File: src/common/frame_pkg.sv
package frame_pkg;

  // default geometry, top level passes its own copy down
  localparam int frame_w_c      = 32;
  localparam int frame_h_c      = 4;
  localparam int px_per_chunk_c = 8;  // 8 x 16b = one 128b chunk

  typedef struct packed {
    logic [4:0] r;
    logic [5:0] g;
    logic [4:0] b;
  } pix565_t;

  typedef struct packed {
    logic [7:0] r;
    logic [7:0] g;
    logic [7:0] b;
  } pix888_t;

  // shown whenever the scan has nothing to draw
  localparam pix565_t fill_color_c = pix565_t'(16'h2277);

  typedef enum logic [1:0] {
    pat_index,     // running pixel index
    pat_gradient,  // r from x, g from y
    pat_white,
    pat_checker
  } pattern_sel_t;

  typedef struct packed {
    pix565_t pix;
    logic    last;  // final pixel of a frame
  } pix_beat_t;

  // zero-pad each channel up to 8 bits
  function automatic pix888_t to_888(input pix565_t p);
    to_888 = '{r: {p.r, 3'b000}, g: {p.g, 2'b00}, b: {p.b, 3'b000}};
  endfunction

endpackage

File: src/common/stream_pkg.sv
package stream_pkg;
  import frame_pkg::*;

  // pixel 0 sits in bits 15:0
  typedef pix565_t [px_per_chunk_c-1:0] chunk_t;

  typedef struct packed {
    chunk_t data;
    logic   last;  // chunk holds the frame's last pixel
  } chunk_beat_t;

endpackage

File: src/chunk/stacker.sv
`timescale 1ns/1ps
`default_nettype none
module stacker import frame_pkg::*, stream_pkg::*; (
  input  logic        clk_camera,
  input  logic        recent_reset,
  input  logic        in_valid_i,
  output logic        in_ready_o,
  input  pix_beat_t   in_beat_i,
  output logic        out_valid_o,
  input  logic        out_ready_i,
  output chunk_beat_t out_beat_o
);

  chunk_t     chunk_q;  // shift register, oldest pixel ends up in slot 0
  logic       last_q;
  logic [2:0] slot_q;
  logic       full_q;   // chunk waiting downstream
  logic       in_fire;
  logic       out_fire;

  // a new pixel may enter on the cycle the waiting chunk leaves
  assign in_ready_o = !full_q || out_ready_i;
  assign in_fire    = in_valid_i && in_ready_o;
  assign out_fire   = full_q && out_ready_i;

  assign out_valid_o     = full_q;
  assign out_beat_o.data = chunk_q;
  assign out_beat_o.last = last_q;

  always_ff @(posedge clk_camera) begin
    if (in_fire) begin
      chunk_q <= {in_beat_i.pix, chunk_q[px_per_chunk_c-1:1]};
      last_q  <= in_beat_i.last;  // pixel 7's flag is the one kept
    end
  end

  always_ff @(posedge clk_camera) begin
    if (recent_reset) begin
      slot_q <= '0;
      full_q <= 1'b0;
    end else begin
      if (in_fire) slot_q <= slot_q + 3'd1;  // 7 -> 0
      if (in_fire && slot_q == 3'd7) begin
        full_q <= 1'b1;
      end else if (out_fire) begin
        full_q <= 1'b0;
      end
    end
  end

  // frame size must be a multiple of the chunk size
  a_last_in_slot7: assert property (
    @(posedge clk_camera) disable iff (recent_reset)
    in_fire && in_beat_i.last |-> slot_q == 3'd7);

endmodule
`default_nettype wire

File: src/chunk/unstacker.sv
`timescale 1ns/1ps
`default_nettype none
module unstacker import frame_pkg::*, stream_pkg::*; (
  input  logic        clk_camera,
  input  logic        recent_reset,
  input  logic        in_valid_i,
  output logic        in_ready_o,
  input  chunk_beat_t in_beat_i,
  output logic        out_valid_o,
  input  logic        out_ready_i,
  output pix_beat_t   out_beat_o
);

  localparam int SW = $clog2(px_per_chunk_c);
  localparam logic [SW-1:0] LAST_SLOT = SW'(px_per_chunk_c - 1);

  chunk_t        chunk_q;
  logic          last_q;   // flag of the held chunk
  logic [SW-1:0] slot_q;   // pixel now presented
  logic          full_q;
  logic          in_fire;
  logic          out_fire;
  logic          final_px;

  assign final_px = (slot_q == LAST_SLOT);
  assign out_fire = full_q && out_ready_i;
  // refill as the eighth pixel goes out
  assign in_ready_o = !full_q || (out_ready_i && final_px);
  assign in_fire    = in_valid_i && in_ready_o;

  assign out_valid_o     = full_q;
  assign out_beat_o.pix  = chunk_q[slot_q];
  assign out_beat_o.last = last_q && final_px;

  always_ff @(posedge clk_camera) begin
    if (in_fire) begin
      chunk_q <= in_beat_i.data;
      last_q  <= in_beat_i.last;
    end
  end

  always_ff @(posedge clk_camera) begin
    if (recent_reset) begin
      slot_q <= '0;
      full_q <= 1'b0;
    end else if (in_fire) begin
      slot_q <= '0;  // load wins over the final pop
      full_q <= 1'b1;
    end else if (out_fire) begin
      slot_q <= slot_q + 1'b1;
      if (final_px) full_q <= 1'b0;  // drained
    end
  end

endmodule
`default_nettype wire

File: src/rtl/chunk_path_top.sv
`timescale 1ns/1ps
`default_nettype none
module chunk_path_top import frame_pkg::*, stream_pkg::*; #(
  parameter int FRAME_W = frame_w_c,  // 32
  parameter int FRAME_H = frame_h_c   // 4
) (
  input  logic         clk_camera,
  input  logic         recent_reset,
  input  pattern_sel_t pattern_sel_i,
  input  logic         draw_i,
  output pix888_t      pix_o,
  output logic         pix_valid_o,
  output logic         frame_end_o
);

  logic        gen_valid, gen_ready;    // pattern -> stacker
  pix_beat_t   gen_beat;
  logic        stk_valid, stk_ready;    // stacker -> chunk fifo
  chunk_beat_t stk_beat;
  logic        cf_valid, cf_ready;      // chunk fifo -> unstacker
  chunk_beat_t cf_beat;
  logic        ust_valid, ust_ready;    // unstacker -> pixel fifo
  pix_beat_t   ust_beat;
  logic        pf_valid, pf_ready;      // pixel fifo -> scan
  pix_beat_t   pf_beat;

  pattern_gen #(.FRAME_W(FRAME_W), .FRAME_H(FRAME_H)) pattern_gen0 (
    .clk_camera    (clk_camera),
    .recent_reset  (recent_reset),
    .pattern_sel_i (pattern_sel_i),
    .out_valid_o   (gen_valid),
    .out_ready_i   (gen_ready),
    .out_beat_o    (gen_beat)
  );

  stacker stacker0 (
    .clk_camera   (clk_camera),
    .recent_reset (recent_reset),
    .in_valid_i   (gen_valid),
    .in_ready_o   (gen_ready),
    .in_beat_i    (gen_beat),
    .out_valid_o  (stk_valid),
    .out_ready_i  (stk_ready),
    .out_beat_o   (stk_beat)
  );

  // stands in for the memory round trip
  stream_fifo #(.payload_t(chunk_beat_t), .FIFO_DEPTH(4)) chunk_fifo0 (
    .clk_camera   (clk_camera),
    .recent_reset (recent_reset),
    .in_valid_i   (stk_valid),
    .in_ready_o   (stk_ready),
    .in_beat_i    (stk_beat),
    .out_valid_o  (cf_valid),
    .out_ready_i  (cf_ready),
    .out_beat_o   (cf_beat)
  );

  unstacker unstacker0 (
    .clk_camera   (clk_camera),
    .recent_reset (recent_reset),
    .in_valid_i   (cf_valid),
    .in_ready_o   (cf_ready),
    .in_beat_i    (cf_beat),
    .out_valid_o  (ust_valid),
    .out_ready_i  (ust_ready),
    .out_beat_o   (ust_beat)
  );

  stream_fifo #(.payload_t(pix_beat_t), .FIFO_DEPTH(8)) pix_fifo0 (
    .clk_camera   (clk_camera),
    .recent_reset (recent_reset),
    .in_valid_i   (ust_valid),
    .in_ready_o   (ust_ready),
    .in_beat_i    (ust_beat),
    .out_valid_o  (pf_valid),
    .out_ready_i  (pf_ready),
    .out_beat_o   (pf_beat)
  );

  scan_out #(.FRAME_W(FRAME_W), .FRAME_H(FRAME_H)) scan_out0 (
    .clk_camera   (clk_camera),
    .recent_reset (recent_reset),
    .draw_i       (draw_i),
    .in_valid_i   (pf_valid),
    .in_ready_o   (pf_ready),
    .in_beat_i    (pf_beat),
    .pix_o        (pix_o),
    .pix_valid_o  (pix_valid_o),
    .frame_end_o  (frame_end_o)
  );

endmodule
`default_nettype wire

File: src/rtl/pattern_gen.sv
`timescale 1ns/1ps
`default_nettype none
module pattern_gen import frame_pkg::*; #(
  parameter int FRAME_W = frame_w_c,
  parameter int FRAME_H = frame_h_c
) (
  input  logic         clk_camera,
  input  logic         recent_reset,
  input  pattern_sel_t pattern_sel_i,
  output logic         out_valid_o,
  input  logic         out_ready_i,
  output pix_beat_t    out_beat_o
);

  localparam int XW = $clog2(FRAME_W);
  localparam int YW = $clog2(FRAME_H);

  logic [XW-1:0] x_q;
  logic [YW-1:0] y_q;
  logic [15:0]   idx_q;     // index within frame, wraps at 16b
  pattern_sel_t  sel_q;     // held for the whole frame
  logic          armed_q;   // low for one cycle after reset while sel is sampled
  logic          fire;
  logic          at_end;
  pix565_t       pix;

  assign fire   = out_valid_o && out_ready_i;
  assign at_end = (x_q == XW'(FRAME_W - 1)) && (y_q == YW'(FRAME_H - 1));

  always_comb begin
    pix = '0;
    case (sel_q)
      pat_index:    pix = pix565_t'(idx_q);
      pat_gradient: begin
        pix.r = 5'(x_q);  // x mod 32
        pix.g = 6'(y_q);  // y mod 64
      end
      pat_white:    pix = pix565_t'(16'hffff);
      default:      pix = pix565_t'({16{x_q[0] ^ y_q[0]}});
    endcase
  end

  assign out_valid_o     = armed_q;
  assign out_beat_o.pix  = pix;
  assign out_beat_o.last = at_end;

  always_ff @(posedge clk_camera) begin
    if (recent_reset) begin
      x_q     <= '0;
      y_q     <= '0;
      idx_q   <= '0;
      sel_q   <= pat_index;
      armed_q <= 1'b0;
    end else if (!armed_q) begin
      sel_q   <= pattern_sel_i;  // first frame after reset
      armed_q <= 1'b1;
    end else if (fire) begin
      if (at_end) begin
        x_q   <= '0;
        y_q   <= '0;
        idx_q <= '0;
        sel_q <= pattern_sel_i;  // new frame, new pattern
      end else begin
        idx_q <= idx_q + 16'd1;
        if (x_q == XW'(FRAME_W - 1)) begin
          x_q <= '0;
          y_q <= y_q + 1'b1;
        end else begin
          x_q <= x_q + 1'b1;
        end
      end
    end
  end

  a_x_in_range: assert property (
    @(posedge clk_camera) disable iff (recent_reset) int'(x_q) < FRAME_W);

endmodule
`default_nettype wire

File: src/rtl/scan_out.sv
`timescale 1ns/1ps
`default_nettype none
module scan_out import frame_pkg::*; #(
  parameter int FRAME_W = frame_w_c,
  parameter int FRAME_H = frame_h_c
) (
  input  logic      clk_camera,
  input  logic      recent_reset,
  input  logic      draw_i,       // one raster position per strobe
  input  logic      in_valid_i,
  output logic      in_ready_o,
  input  pix_beat_t in_beat_i,
  output pix888_t   pix_o,
  output logic      pix_valid_o,
  output logic      frame_end_o
);

  localparam int XW = $clog2(FRAME_W);
  localparam int YW = $clog2(FRAME_H);

  logic [XW-1:0] x_q;
  logic [YW-1:0] y_q;
  logic          last_col;
  logic          at_end;
  logic          accept;

  assign last_col = (x_q == XW'(FRAME_W - 1));
  assign at_end   = last_col && (y_q == YW'(FRAME_H - 1));

  // last pixel waits for the raster's final position
  assign in_ready_o = draw_i && (!in_beat_i.last || at_end);
  assign accept     = in_valid_i && in_ready_o;

  always_ff @(posedge clk_camera) begin
    if (recent_reset) begin
      x_q <= '0;
      y_q <= '0;
    end else if (draw_i) begin
      if (last_col) begin
        x_q <= '0;
        y_q <= at_end ? '0 : y_q + 1'b1;
      end else begin
        x_q <= x_q + 1'b1;
      end
    end
  end

  always_ff @(posedge clk_camera) begin
    if (draw_i) pix_o <= to_888(accept ? in_beat_i.pix : fill_color_c);
  end

  // one-cycle pulses on draw cycles only
  always_ff @(posedge clk_camera) begin
    if (recent_reset) begin
      pix_valid_o <= 1'b0;
      frame_end_o <= 1'b0;
    end else begin
      pix_valid_o <= draw_i && accept;
      frame_end_o <= draw_i && accept && in_beat_i.last;
    end
  end

  // a refused pixel waits unchanged at the fifo head
  a_hold_pixel: assert property (
    @(posedge clk_camera) disable iff (recent_reset)
    in_valid_i && !in_ready_o |=> in_valid_i && $stable(in_beat_i));

endmodule
`default_nettype wire

File: src/rtl/stream_fifo.sv
`timescale 1ns/1ps
`default_nettype none
module stream_fifo import frame_pkg::*; #(
  parameter type payload_t  = pix_beat_t,
  parameter int  FIFO_DEPTH = 4  // power of two
) (
  input  logic     clk_camera,
  input  logic     recent_reset,
  input  logic     in_valid_i,
  output logic     in_ready_o,
  input  payload_t in_beat_i,
  output logic     out_valid_o,
  input  logic     out_ready_i,
  output payload_t out_beat_o
);

  localparam int AW = $clog2(FIFO_DEPTH);
  localparam int CW = $clog2(FIFO_DEPTH + 1);

  payload_t      mem [FIFO_DEPTH];
  logic [AW-1:0] wr_ptr_q;
  logic [AW-1:0] rd_ptr_q;
  logic [CW-1:0] count_q;
  logic          push;
  logic          pop;

  assign in_ready_o  = (count_q != CW'(FIFO_DEPTH));  // full blocks input
  assign out_valid_o = (count_q != '0);
  assign out_beat_o  = mem[rd_ptr_q];

  assign push = in_valid_i && in_ready_o;
  assign pop  = out_valid_o && out_ready_i;

  always_ff @(posedge clk_camera) begin
    if (push) mem[wr_ptr_q] <= in_beat_i;
  end

  always_ff @(posedge clk_camera) begin
    if (recent_reset) begin
      wr_ptr_q <= '0;
      rd_ptr_q <= '0;
      count_q  <= '0;
    end else begin
      if (push) wr_ptr_q <= wr_ptr_q + 1'b1;  // wraps since depth is 2^n
      if (pop) rd_ptr_q <= rd_ptr_q + 1'b1;
      case ({push, pop})
        2'b10:   count_q <= count_q + 1'b1;
        2'b01:   count_q <= count_q - 1'b1;
        default: count_q <= count_q;  // both or neither
      endcase
    end
  end

  // a beat refused while full stays on offer until it goes in
  a_no_push_full: assert property (
    @(posedge clk_camera) disable iff (recent_reset)
    in_valid_i && !in_ready_o |=> in_valid_i && $stable(in_beat_i));

  // count tracks the pointers over time
  a_no_pop_empty: assert property (
    @(posedge clk_camera) disable iff (recent_reset)
    count_q <= CW'(FIFO_DEPTH) && AW'(wr_ptr_q - rd_ptr_q) == AW'(count_q));

endmodule
`default_nettype wire

File: config.mk
export PLATFORM = sky130hd
export DESIGN_NAME = chunk_path_top
export DESIGN_NICKNAME = d
export VERILOG_FILES = /design/src/common/frame_pkg.sv /design/src/common/stream_pkg.sv /design/src/chunk/stacker.sv /design/src/chunk/unstacker.sv /design/src/rtl/chunk_path_top.sv /design/src/rtl/pattern_gen.sv /design/src/rtl/scan_out.sv /design/src/rtl/stream_fifo.sv
export SDC_FILE = /design/constraint.sdc
export NUM_CORES = 1
export LEC_CHECK = 0
export BUFFER_PORTS_ARGS = -buffer_cell sky130_fd_sc_hd__clkbuf_2
export CAP_MARGIN = 20
export CORE_UTILIZATION = 62
export DETAILED_ROUTE_END_ITERATION = 7
export PLACE_DENSITY = 0.79
export SYNTH_ARGS = -nofsm -noshare
export SYNTH_HDL_FRONTEND = slang
export SYNTH_SLANG_ARGS = --single-unit
File: constraint.sdc
create_clock -name clk_camera -period 8.37 [get_ports clk_camera]
set_input_delay 2.511 -clock clk_camera [delete_from_list [all_inputs] [get_ports clk_camera]]
set_output_delay 2.511 -clock clk_camera [all_outputs]
set_load 0.01 [all_outputs]
; ---- Yosys cells after proc, flatten, opt, wreduce, memory -nomap -nowiden
; Memories as Yosys holds them, arrays and structs flattened. A register that Yosys moved wholly into a read port is not among the register bits.
; Index checks and enable logic that the tools add are counted.
[word_totals]
ff_bits = 205
latchBits = 0
mem_bits_rw = 652
romBits = 0
elab_cells = 144
mem_count = 2
[mem_list]
columns = name, words, width, rd, rd_ports_with_merged_regs, wr, line
row1 = chunk_fifo0.mem, 4, 129, 1, 1, 1, stream_fifo.sv:20  ; payload_t mem [FIFO_DEPTH];
row2 = pix_fifo0.mem, 8, 17, 1, 1, 1, stream_fifo.sv:20
[op_classes]
add_sub_neg = 15
n_mul = 0
div_mod_pow = 0
magnitude_cmp = 1
n_eq_ne = 16
n_shift = 0
mux = 28
bitwise_logic = 1
n_reduce_logical = 34
[ops]
columns = operator, n
row1 = $bmux W16 S3, 1
row2 = $pmux W11 S3, 1
row3 = $mux W16, 2
row4 = $add A16 B1 Y16 const B, 1
row5 = $add A3 B1 Y3 const B, 5
row6 = $mux W5, 3
row7 = $pmux W5 S3, 1
row8 = $logic_and A1 B1 Y1, 13
row9 = $mux W2, 6
row10 = $reduce_bool A2 Y1, 6
row11 = $add A5 B1 Y5 const B, 2
row12 = $eq A2 B2 Y1 const B, 5
row13 = $eq A5 B5 Y1 const B, 2
row14 = $mux W1, 10
row15 = $add A2 B1 Y2 const B, 4
row16 = $pmux W4 S2, 1
row17 = $reduce_and A2 Y1, 4
row18 = $eq A2 B1 Y1 const B, 3
row19 = $eq A3 B3 Y1 const B, 2
row20 = $mux W3, 2
row21 = $pmux W3 S2, 1
row22 = $add A4 B1 Y4 const B, 1
row23 = $lt A3 B4 Y1 const B, 1
row24 = $ne A4 B4 Y1 const B, 1
row25 = other kinds (13), 17

; ---- Depth between registers and ports, before layout
[logic_depth]
depth_word = 7
mapped_depth = 15
depth_no_buf = 14

; ---- Hierarchy
; Synthesis repeated with hierarchy kept, for this count alone.
[hier_totals]
cells_unflattened = 1624
area_unflattened_um2 = 36724.0
[by_module_without_submodules]
columns = mod, n_inst, cells_per_inst, area_per_inst_um2, seq_area_each_um2
row1 = stream_fifo at chunk_fifo0, 1, 725, 19095.8, 15675.0
row2 = stream_fifo at pix_fifo0, 1, 271, 5894.4, 4344.2
row3 = unstacker, 1, 207, 5166.2, 3953.8
row4 = stacker, 1, 150, 4088.9, 3953.8
row5 = pattern_gen, 1, 184, 1411.4, 520.5
row6 = scan_out, 1, 87, 1067.3, 660.6

; ---- Worst setup path before layout
; No wires, ideal clock.
[synth_path]
kind = reg-to-reg
start = register pix_fifo0.count_q[0]
end = register chunk_fifo0.count_q[2]
setup_ps = 70
t_arrival_ps = 5868
required_ps = 8300
setup_slack_ps = 2432
path_stages_with_launch = 11
n_path_buf = 1
cell_sequence = dfxtp_1 or4b_1 buf_2 a21boi_4 nor2_2 ha_1 inv_1 fa_1 xor2_1 or3_1 a21oi_1
[synth_between]
elab_chain_len = 6
elab_cells_between_ends = 8
cone_classes = 3 x eq/ne / 1 x mux / 4 x reduce/logical
[synth_rtl]
columns = item, line
row1 = "start, declared", stream_fifo.sv:23  ; logic [CW-1:0] count_q;
row2 = "start signal, assigned", stream_fifo.sv:47  ; 2'b10: count_q <= count_q + 1'b1;
row3 = "start signal, assigned", stream_fifo.sv:48  ; 2'b01: count_q <= count_q - 1'b1;
row4 = "start signal, assigned", stream_fifo.sv:49  ; default: count_q <= count_q;
row5 = $ne A4 B4 Y1 *, stream_fifo.sv:27  ; assign in_ready_o = (count_q != CW'(FIFO_DEPTH));
row6 = $logic_and A1 B1 Y1 *, unstacker.sv:28  ; assign in_ready_o = !full_q || (out_ready_i && final_px);
row7 = $logic_or A1 B1 Y1 *, unstacker.sv:28
row8 = $logic_and A1 B1 Y1 *, stream_fifo.sv:32  ; assign pop = out_valid_o && out_ready_i;
row9 = net chunk_fifo0.pop, stream_fifo.sv:25  ; logic pop;
row10 = $eq A2 B1 Y1 or $eq A2 B2 Y1 (tied branches), stream_fifo.sv:46  ; case ({push, pop})
row11 = $pmux W3 S2 or $reduce_bool A2 Y1 (tied branches), n/a
row12 = "end signal, assigned", stream_fifo.sv:47
row13 = "end signal, assigned", stream_fifo.sv:48
row14 = "end signal, assigned", stream_fifo.sv:49
row15 = "end, declared", stream_fifo.sv:23
; Mark *: on every way through the listed nets, which the timed path passes. The rest lies on a longest branch.
; A chain may end at the register's enable or synchronous reset.

; ---- Worst setup path in the final report
[layout_path]
start = input port draw_i
end = register pix_fifo0.count_q[2]
[layout_between]
elab_chain_len = 4
elab_cells_between_ends = 6
cone_classes = 2 x eq/ne / 1 x mux / 3 x reduce/logical
[layout_rtl]
columns = item, line
row1 = "start, declared", chunk_path_top.sv:10  ; input logic draw_i,
row2 = $logic_and A1 B1 Y1 *, scan_out.sv:31  ; assign in_ready_o = draw_i && (!in_beat_i.last || at_end);
row3 = $logic_and A1 B1 Y1 *, stream_fifo.sv:32
row4 = $eq A2 B1 Y1 or $eq A2 B2 Y1 (tied branches), stream_fifo.sv:46
row5 = $pmux W4 S2 or $reduce_bool A2 Y1 (tied branches), n/a
; Every way passes the cells marked *; elsewhere a longest branch is shown, timed or not.

==> results.yml <==
outcome:
  status: "finished clean"
synth:
  yosys.area.top_type: "edfxtp_1"
  synthAdderAreaFrac_pct: 0.814
  synthSimpleGateAreaFrac_pct: 2.47
  synth_area_leaders: "edfxtp_1 77%, mux4_2 12%, dfxtp_1 3.5%"
  yosys_warnings: 0
  synth_xor_xnor_area_share_pct: 0.507
  ys_seq_elements: 989
  synthFlopType: "edfxtp_1"
  syn_avg_cell_area_um2: 22.4
  synth_top_family_by_area: "multiplexers"
  yosysTopAreaCellShare_pct: 76.7
  synth_compound_area_share_pct: 1.48
  syn_inst: 1620
  synthMuxAreaShare_pct: 13.3
  synth_edf_count: 926
  netlist_area_um2: 36300
  synthArstFlopShare_pct: 0
  yosysSeqAreaShare_pct: 80.2
  synth_cell_type_count: 57
cells_and_area:
  drive_gt1_share_pct: 23.3
  ff_latch_area_um2: 29100
  nFillCells: 3230
  synthToLayoutAreaGrowth_pct: 11.1
  nets: 1722
  multiInputGateArea_um2: 6840
placement:
  port_buffers: 22
  place_ws_ps: 3190
  dp_hpwl_um: 33200
  gp_congestion: 0.761
clock_network:
  cts_root_buf: "clkbuf_16"
  holdBufCountCts: 0
  cts_made_buffers: 91
  cts.clk_slew.worst_paths_ps: 60
  cts_resized: 0
  worstSkewPairLatency_ps: 650
  numClockSinks: 989
  cts_max_path_buffers: 3
  tritoncts: "built"
  cts_max_level: 3
  postCtsSetupRepairBufs: 0
grt:
  overflow: 0
  antenna_found_initial: 0
  grt_usage_pct: 24.2
  grt_max_degree: 112
  grt_pass1_wl_um: 105000
  grt_pass1_vias: 16900
worst_setup_path:
  rrSetupSlack_ps: 4380
  rr_startpoint: "unstacker0.slot_q[0]$_SDFFE_PP0P_"
  cp_slowest_stage_delay_ps: 520
  cp-end-kind: "flop"
  crit_chain: "clkbuf_2, o41ai_4, o21bai_4, inv_1, ha_1, xor2_1, ha_1, a21oi_1, xor2_1, or3_1, a21oi_1"
  cp-start-kind: "input port"
  r2r-end: "chunk_fifo0.count_q[2]$_SDFFE_PP0P_"
  timing_worst_setup_path_type: "in -> reg"
  worstPathRequired_ps: 8920
  worstRegToRegCells: 11
  path_max_fanout: 26
  critPathArrivalTime_ps: 5100
  slowest_stage: "clkbuf_2"
detailed_routing:
  wl_per_cell_um: 27.4
  ant_nets: 0
  vias: 16000
  routed_wirelength_um: 69500
  drt_pass1_iterations: 5
  vias_per_cell: 6.31
  drc: 0
  drt_iter0_drc: 1616
hold_path:
  hp-start: "stacker0.slot_q[1]$_SDFFE_PP0P_"
  hp-class: "reg -> reg"
  hold_depth: 2
  min_to: "stacker0.slot_q[1]$_SDFFE_PP0P_"
die:
  io_pins: 31
  core_area_um2: 57700
  die_area_um2: 59500
  die_w_um: 244
  die_h_um: 244
  num_rows: 88
  start_util_pct: 62.8
sta:
  hold_violations: 0
  slew_viol_final: 0
  fmax_ghz: 0.220
  fin_skew_ps: 25.0
  setup_viol: 0
  rsz0062_at_grt: "false"
  tns_ps: 0
  maxSlewHeadroom_pct: 27.7
  period_needed_ps: 4550
  layout_setup_ws_ps: 3820
  finalCritPeriodShare_pct: 54.4
  tightest_slew_ps: 1080
power:
  p_sw_share_pct: 23.9
  powerDensity_nw_per_um2: 294
  power_leakage_uw: 0.0126
  seqPwrFrac_pct: 51.9
  p_switching_uw: 2830
  p_int_uw: 9020
  share_comb_of_total_power_pct: 12.9
  ir_drop_mv: 0.273
  clockPowerShare_pct: 35.2
run:
  max_cap_violations: 0
==> cell usage after synthesis, drive strengths merged, types with 2 or more instances <==
library cell,n
mux2,22
or3,11
o21ai,29
or4,3
o31ai,2
mux2i,21
nor3b,3
nor2b,15
nor4,6
xor2,10
o21a,5
and3,3
a31oi,2
clkbuf,34
or4b,2
a211o,8
edfxtp,926
mux4,194
buf,40
ha,22
inv,22
nand2b,5
nand4,3
nand3,13
a21oi,30
nor2,45
nor3,15
and2,5
dfxtp,63
nor4b,3
a221oi,3
nand2,31
xnor2,11
==> cell families (layout without fill, tap and decap cells) <==
group | Yosys count | in the layout
DFF | 989 | 989
buffers and inverters | 96 | 240
adders and majority gates | 23 | 23
muxes | 237 | 237
xor gates and xnor gates | 21 | 21
other | 1 | 9
AOI/OAI and AO/OA | 84 | 84
and+or+nand+nor | 169 | 169
==> layout by cell type, fill, tap and decap left out, types with 4 or more instances in the layout <==
cell and count:
bufinv_16 12, clkinv_1 27, mux4_2 194, clkbuf_16 93, o21a_1 5, ha_1 22
a211o_1 8, nand2b_1 5, clkinv_2 13, buf_4 25, o21ai_0 28, inv_6 4
nor2_1 44, nand2_1 30, clkbuf_1 18, clkbuf_2 22, and2_4 4, mux2_2 21
xor2_1 10, nor4_1 5, edfxtp_1 926, mux2i_1 21, inv_1 21, nor3_4 4
a21oi_1 30, nor3_1 11, conb_1 8, nor2b_1 15, nand3_1 13, or3_1 10
dfxtp_1 58, xnor2_1 11
==> power by group through the flow <==
stage          registers (µW)  clock network, µW  logic (µW)
2_1_floorplan            6160                  0        1150
3_3_place_gp             6200                  0        1470
3_5_place_dp             6230                  0        1510
4_1_cts                  6160               4220        1560
5_1_grt                  6180               4410        1630
6_report                 6150               4180        1520
==> worst max path at each step <==
stage	to	start	slack, ps
detailed placement	pix_fifo0.count_q[2]$_SDFFE_PP0P_	draw_i	3190
CTS	pix_fifo0.count_q[2]$_SDFFE_PP0P_	draw_i	3840
global route	pix_fifo0.count_q[2]$_SDFFE_PP0P_	draw_i	3610
floorplan	chunk_fifo0.count_q[2]$_SDFFE_PP0P_	pix_fifo0.count_q[0]$_SDFFE_PP0P_	2430
global placement	pix_fifo0.count_q[2]$_SDFFE_PP0P_	draw_i	3290
finish	pix_fifo0.count_q[2]$_SDFFE_PP0P_	draw_i	3820
==> area by class of cell <==
type | count | area share [%]
sequential | 989 | 72.2
multi-input combinational | 542 | 17.0
clock buffer | 111 | 5.95
tap | 765 | 2.38
clock inverter | 59 | 1.49
timing repair buffer | 48 | 0.789
inverter | 22 | 0.217
antenna | 1 | 0.00621
==> routing by layer <==
layer  GRT usage (%)  routed length, µm  share of wire, %
met3            3.64               4200               6.0
met4            8.42               1740               2.5
met5               0                  0                 0
met2            42.9              37700                54
met1            30.8              25900                37
==> critical path: cells and delay by family <==
kind / cells / cell delay (ps)
AOI/OAI and AO/OA: 4 / 950
xor gates and xnor gates: 2 / 200
adders and majority gates: 2 / 460
buffers and inverters: 2 / 650
and+or+nand+nor: 1 / 310
==> stage by stage <==
stage | power [µW] | instance area [µm²] | util [%] | cells | hold slack, ps
final | 11900 | 40300 | 69.8 | 2537 | 465
after CTS | 11900 | 40300 | 69.8 | 2535 | 468
after global routing | 12200 | 40300 | 69.8 | 2536 | 500
after floorplan | 7320 | 36300 | - | 1627 | 440
after global placement | 7670 | 37300 | 64.6 | 2365 | 447
after detailed placement | 7740 | 37300 | 64.6 | 2365 | 458
==> flip-flops by register name, indices dropped and copies added (netlist names), 3 cells and up, named ones only <==
name                 flops
pix_fifo0.count_q        4
chunk_fifo0.count_q      3
stacker0.out_beat_o    128
chunk_fifo0.mem        516
scan_out0.x_q            5
pattern_gen0.idx_q      16
unstacker0.chunk_q     128
unstacker0.slot_q        3
pix_fifo0.mem          136
pattern_gen0.x_q         5
scan_out0.pix_o         16
pix_fifo0.rd_ptr_q       3
pix_fifo0.wr_ptr_q       3
stacker0.slot_q          3
(Power assumes the default switching activity.)
